--- config.mk ---
export PLATFORM = sky130hd
export DESIGN_NAME = l2_pending_miss_cam
export DESIGN_NICKNAME = d
export VERILOG_FILES = /design/src/hw/l2_defs_pkg.sv /design/src/hw/l2_pending_miss_cam.sv
export SDC_FILE = /design/constraint.sdc
export NUM_CORES = 1
export LEC_CHECK = 0
export BUFFER_PORTS_ARGS = -buffer_cell sky130_fd_sc_hd__buf_4
export CAP_MARGIN = 10
export CORE_ASPECT_RATIO = 1.25
export CORE_MARGIN = 5
export CORE_UTILIZATION = 43
export CTS_CLUSTER_SIZE = 30
export DETAILED_ROUTE_END_ITERATION = 8
export GPL_TIMING_DRIVEN = 0
export SLEW_MARGIN = 10
export SYNTH_ARGS = -nofsm -noshare
export SYNTH_HDL_FRONTEND = slang
export SYNTH_SLANG_ARGS = --single-unit
export TNS_END_PERCENT = 50
--- constraint.sdc ---
create_clock -name clk -period 7.1 [get_ports clk]
set_input_delay 0 -clock clk [delete_from_list [all_inputs] [get_ports clk]]
set_output_delay 0 -clock clk [all_outputs]
set_load 0.01 [all_outputs]
--- src/hw/l2_defs_pkg.sv ---
package l2_defs_pkg;
	// Cache line geometry. A 32 bit byte address splits into tag, set index and offset
	localparam int cache_line_bytes = 64;
	localparam int offset_width = 6;
	localparam int set_idx_width = 8;
	localparam int tag_width = 18;

	// System memory bus widths
	localparam int axi_addr_width = 32;
	localparam int axi_data_width = 32;
	localparam int axi_len_width = 8;

	// Number of bus beats needed to move one whole cache line
	localparam int burst_beats = cache_line_bytes * 8 / axi_data_width;
	localparam int beat_idx_width = $clog2(burst_beats);

	// Depth of the writeback and load queues, and of the pending miss table
	localparam int request_queue_length = 8;
	localparam int queue_idx_width = $clog2(request_queue_length);

	// Pipeline stages ahead of the read stage. Stall must be raised this many
	// cycles early, since packets already in those stages still arrive
	localparam int l2req_latency = 4;

	// Width of the per-line waiter count in the pending miss table
	localparam int pending_count_width = $clog2(request_queue_length + 1);

	typedef logic [tag_width - 1:0] l2_tag_t;
	typedef logic [set_idx_width - 1:0] set_idx_t;

	// A line address is the tag followed by the set index
	typedef logic [tag_width + set_idx_width - 1:0] cache_line_index_t;
	typedef logic [cache_line_bytes * 8 - 1:0] cache_line_data_t;

	typedef struct packed {
		l2_tag_t tag;
		set_idx_t set_idx;
		logic [offset_width - 1:0] offset;
	} l2_addr_t;

	typedef enum logic [2:0] {
		l2req_load,
		l2req_store,
		l2req_flush,
		l2req_load_sync,
		l2req_store_sync
	} l2req_packet_e;

	typedef struct packed {
		logic valid;
		l2req_packet_e packet_type;
		logic [3:0] id;
		l2_addr_t address;
		logic [cache_line_bytes - 1:0] store_mask;
		cache_line_data_t data;
	} l2req_packet_t;

	// Signals driven by the bus master
	typedef struct packed {
		logic [axi_addr_width - 1:0] awaddr;
		logic [axi_len_width - 1:0] awlen;
		logic awvalid;
		logic [axi_data_width - 1:0] wdata;
		logic wlast;
		logic wvalid;
		logic bready;
		logic [axi_addr_width - 1:0] araddr;
		logic [axi_len_width - 1:0] arlen;
		logic arvalid;
		logic rready;
	} axi_req_t;

	// Signals driven by the memory slave
	typedef struct packed {
		logic awready;
		logic wready;
		logic bvalid;
		logic arready;
		logic [axi_data_width - 1:0] rdata;
		logic rvalid;
		logic rlast;
	} axi_resp_t;
endpackage

--- src/hw/l2_pending_miss_cam.sv ---
module l2_pending_miss_cam
	import l2_defs_pkg::*;
	(input clk,
	input reset,
	input logic request_valid,
	input cache_line_index_t request_addr,
	input logic enqueue_load_request,
	input logic l2r_is_l2_fill,
	output logic duplicate_request);

	// One line that has a fill in flight, and how many queued misses wait for it
	typedef struct packed {
		logic valid;
		cache_line_index_t line;
		logic [pending_count_width - 1:0] waiters;
	} cam_entry_t;

	cam_entry_t entries [request_queue_length];
	logic hit;
	logic [queue_idx_width - 1:0] hit_idx;
	logic free_found;
	logic [queue_idx_width - 1:0] free_idx;

	// Search every entry for the requested line, and pick the lowest free slot
	// in the same pass
	always_comb
	begin
		hit = 1'b0;
		hit_idx = '0;
		free_found = 1'b0;
		free_idx = '0;
		for (int i = 0; i < request_queue_length; i++)
		begin
			if (entries[i].valid && entries[i].line == request_addr)
			begin
				hit = 1'b1;
				hit_idx = queue_idx_width'(i);
			end

			if (!entries[i].valid && !free_found)
			begin
				free_found = 1'b1;
				free_idx = queue_idx_width'(i);
			end
		end
	end

	// A miss to a line that is already being fetched does not need its own burst.
	// The bus interface will just hand it back to the pipeline for reissue
	assign duplicate_request = request_valid && hit;

	always_ff @(posedge clk, posedge reset)
	begin
		if (reset)
		begin
			for (int i = 0; i < request_queue_length; i++)
				entries[i] <= '0;
		end
		else if (enqueue_load_request)
		begin
			if (hit)
			begin
				// Another waiter on a line that is already pending
				entries[hit_idx].waiters <= entries[hit_idx].waiters + 1'b1;
			end
			else if (free_found)
			begin
				// First miss to this line starts tracking it
				entries[free_idx].valid <= 1'b1;
				entries[free_idx].line <= request_addr;
				entries[free_idx].waiters <= pending_count_width'(1);
			end
		end
		else if (request_valid && l2r_is_l2_fill && hit)
		begin
			// Each reissued request passes the read stage as a fill.
			// The entry goes away once the last waiter has come back
			if (entries[hit_idx].waiters == pending_count_width'(1))
			begin
				entries[hit_idx].valid <= 1'b0;
				entries[hit_idx].waiters <= '0;
			end
			else
				entries[hit_idx].waiters <= entries[hit_idx].waiters - 1'b1;
		end
	end
endmodule

==> results.md <==
- Crit share post-route: 70.78%
- Biggest regs: entries x248
- Main combinational cell family by area after synthesis: multiplexers
- Ant diodes: 0
- Share of the synthesized area in the top cell type: 47.14%
- Max transition margin: between 10% and 20%
- Clk slew on worst S/H paths: 0.06 ns
- Final Slew Violations: 0
- Number of vias per cell: 5.731
- Crit-path max cell delay: roughly 0.87 ns
- TritonRoute pass-1 iters: 7
- CP Cell Sequence: clkbuf_1 -> clkbuf_1 -> xnor2_1 -> nand4_1 -> nor4_1 -> a41oi_1 -> nand3_1 -> clkbuf_1 -> nor2_1 -> nand2_1 -> clkbuf_1 -> mux2_2
- Reg2reg start: entries[119]$_DFFE_PP0P_
- Gp weighted congestion: slightly above 0.9
- Post-Synth XOR/XNOR Area: between 10% and 20%
- Met3 routed WL: around 2000 um
- Gr ovfl total: 0
- I/O pin cnt: 32
- CP Data Arrival Time: 5.44 ns
- Post-Layout Cell Count: 1,599
- Clk_skew: 0.02387 ns
- Max reg flops: between 200 and 250
- Top reg by flops: entries
- CP Max Fanout: 10
- Clk_lat worst skew: between 0.5 and 0.6 ns
- Startpoint of the worst hold path: request_addr[0]
- Hold Violations, Final: 0
- Simple-gate portion of the synthesized area: 11.28%
- Post-CTS Setup Bufs: 0
- Worst min path class: input port to register
- 1st-iter DRT viols: 699
- Die area: approximately 34,000 um^2
- Status: finished, final reports clean
- Metal1 wirelength: between 15,000 and 20,000 um
- Routed Antenna Nets: 0
- TritonCTS clock tree: done
- Yosys cell types: 68
- Warnings, synthesis: 0
- Core area: 30,200 um^2
- VDD IR max: 0.2414 mV
- Placed instance count: 1,548
- Adder-cell area share of the yosys netlist: 0.2851%
- WL/cell: 24.60 um
- Layout Area Growth over Synthesis: 11.96%
- Period minus WS final: slightly above 5 ns
- Vias in the first global route: 9,390
- Antenna violations before repair: 0
- Dpl hpwl: 29,640 um
- Final Instance Area: 14,740 um^2
- Clock root buffer: clkbuf_16
- Clk sinks: 248
- Setup CP Type: input port to register
- Mapped Area: 13,160 um^2
- Post-synthesis instance total: between 1,000 and 1,500
- Cell mode on critical path: clkbuf_1
- Register area share after synthesis: between 40% and 50%
- Post-CTS sizing: 0
- Unrepaired setup endpoints after global routing: no
- Setup violators final: 0
- Max layer used: met4
- Worst Setup SP: request_addr[16]
- Mapped Nets: 1,171
- Largest net degree at the start of global routing: ~110
- First-pass GRT wire length: 59,620 um
- Area contributors post-synth: dfrtp_1 (47%), mux2_2 (16%), xnor2_1 (9.5%), xor2_1 (4.9%), nand4_1 (3.3%)
- Post-synthesis sequential element count: ~250
- Site row count: slightly above 70
- F_max: ~0.20 GHz
- Req. time, crit path: around 7.5 ns
- # Max-Cap Violations: 0
- Crit path max-delay family: buffers and inverters
- PortBufs: 5
- Final WL: just under 40,000 um
- Crit-path slowest cell: nor4_1
- Slew @ Worst Pin: about 1.3 ns
- Critical Path Sink Type: register
- Fillers: between 2,000 and 3,000
- Compound-Gate Fraction of Synth Area: 5.199%
- Mux cell area share after synthesis: between 10% and 20%
- Num CTS Buffers: 27
- Buffers and inverters on the worst path: 4
- Critical path startpoint category: input port
- Synth Flop Type: dfrtp_1
- Worst hold slack: 0.2574 ns
- DRC Markers: 0
- Total Routing Usage GR: a little under a quarter
- Met2 routed WL: 19,480 um
- Effective utilization at floorplan: 43.58%
- Post-synth EDFFs: 0
- Leakage: just under 6 nW
- Placed Area: 13,810 um^2
- Ratio of cells with drive above 1 in the final layout: 23.21%
- Fin nets: 1,213
- Width of the die: 166.5 um
- FFs w/ async S/R, synth: 100.0%
- Pwr/cell area: between 400 and 500 nW/um^2
- H-tree Lvls: 1
- Dominant cell type by area after synthesis: dfrtp_1
- Die H: 205.6 um
- Mapped Avg Cell Area: 11.58 um^2
- Vias post-DR: between 9,000 and 10,000
- Clk buf depth: 3
[worst reg2reg max path, stage by stage, from the launching register on]
cell       delay, ns
dfrtp_1         0.39
xor2_1          0.19
or4_1           0.53
nor3_1          0.41
a211oi_1        0.15
a2111oi_1       1.12
mux2i_1         0.16
or2_2           0.32
a31oi_2         0.36
inv_1           0.13
ha_1            0.24
nand3_1         0.14
or3_1           0.12
clkbuf_1        0.37
o21ai_1         0.15
nand2b_1        0.10
[layer usage]
| metal | global-route usage, % | up-vias |
|---|---|---|
| met5 | 0 | - |
| met2 | 40.42 | 281 |
| met3 | 2.671 | 91 |
| li1 | - | 4135 |
| met4 | 10.46 | 0 |
| met1 | 28.77 | 4657 |
[cell usage in the layout, fill, tap and decap left out, types with 4 or more instances in the layout]
cell       instances
dfrtp_1          248
mux2_2           183
xnor2_1          143
xor2_1            74
clkbuf_1          73
nand4_1           70
nand2_1           43
nor2_1            33
clkbuf_16         27
nor4_1            26
mux2_1            26
or4_1             17
buf_2             16
o31ai_1           15
inv_1             15
nand3_1           14
o21ai_1           12
a21oi_1           11
nor3_1            10
and2_1             8
buf_4              7
o21ai_0            6
clkbuf_8           6
buf_6              5
or2_2              5
and3_1             5
o21bai_1           5
o211ai_1           4
a21o_1             4
a22oi_1            4
nand2b_1           4
[metrics by stage]
stage | power, mW | util, % | setup WS, ns | TNS [ns]
final | 6.060 | 48.79 | 2.075 | 0
after global routing | 6.382 | 48.79 | 1.933 | 0
after detailed placement | 4.612 | 45.73 | 1.681 | 0
after floorplan | 3.995 | - | 0.2851 | 0
after CTS | 6.074 | 48.79 | 2.147 | 0
after global placement | 4.532 | 45.37 | -2.875 | -707.31
[report_power, final]
group,internal [mW],switching [mW]
Clock,0.871,0.576
Sequential,2.03,0.441
Combinational,1.05,1.09
Total,3.95,2.11
[final cells by class]
class / instances / area (um^2) / share of cell area, %
repair buffers: 13 / 148.9 / 1.010
clock buffers: 43 / 795.8 / 5.399
clock inverters: 5 / 100.1 / 0.6792
plain buffers: 85 / 369.1 / 2.504
multi-input cells: 788 / 6549 / 44.43
flip-flops and latches: 248 / 6206 / 42.11
inverters: 16 / 67.56 / 0.4584
well taps: 401 / 501.7 / 3.404
[synthesized netlist by cell type, types with 4 or more instances]
cell,n
dfrtp_1,248
mux2_2,183
xnor2_1,143
xor2_1,74
nand4_1,70
clkbuf_1,63
nand2_1,43
nor2_1,33
nor4_1,27
mux2_1,26
or4_1,17
buf_2,16
inv_1,16
o31ai_1,15
nand3_1,14
o21ai_1,12
a21oi_1,11
nor3_1,11
and2_1,8
o21ai_0,6
and3_1,5
o21bai_1,5
or2_2,5
a21o_1,4
a22oi_1,4
buf_6,4
nand2b_1,4
o211ai_1,4
[final timing paths]
path,end,slack [ns],cells after the start
max,entries[234]$_DFFE_PP0P_,2.07,12
min,entries[66]$_DFFE_PP0P_,0.26,3
max reg2reg,entries[30]$_DFFE_PP0P_,2.14,15
min reg2reg,entries[95]$_DFFE_PP0P_,0.47,2
max in group asynchronous,entries[155]$_DFFE_PP0P_,5.61,5
min in group asynchronous,entries[181]$_DFFE_PP0P_,0.62,4
[logic make-up after synthesis]
group / after synthesis
simple gates: 261
flops: 248
xor+xnor: 217
mux: 214
buf+inv: 101
compound gates: 93
fa+ha+maj: 3
[what timing repair did]
item                                    4_1_cts  5_1_grt
endpoints found under the setup margin        0        0
endpoints found under the hold margin       250        0
hold buffers                                  3        0
No activity file was read; power rests on OpenSTA's default activity.
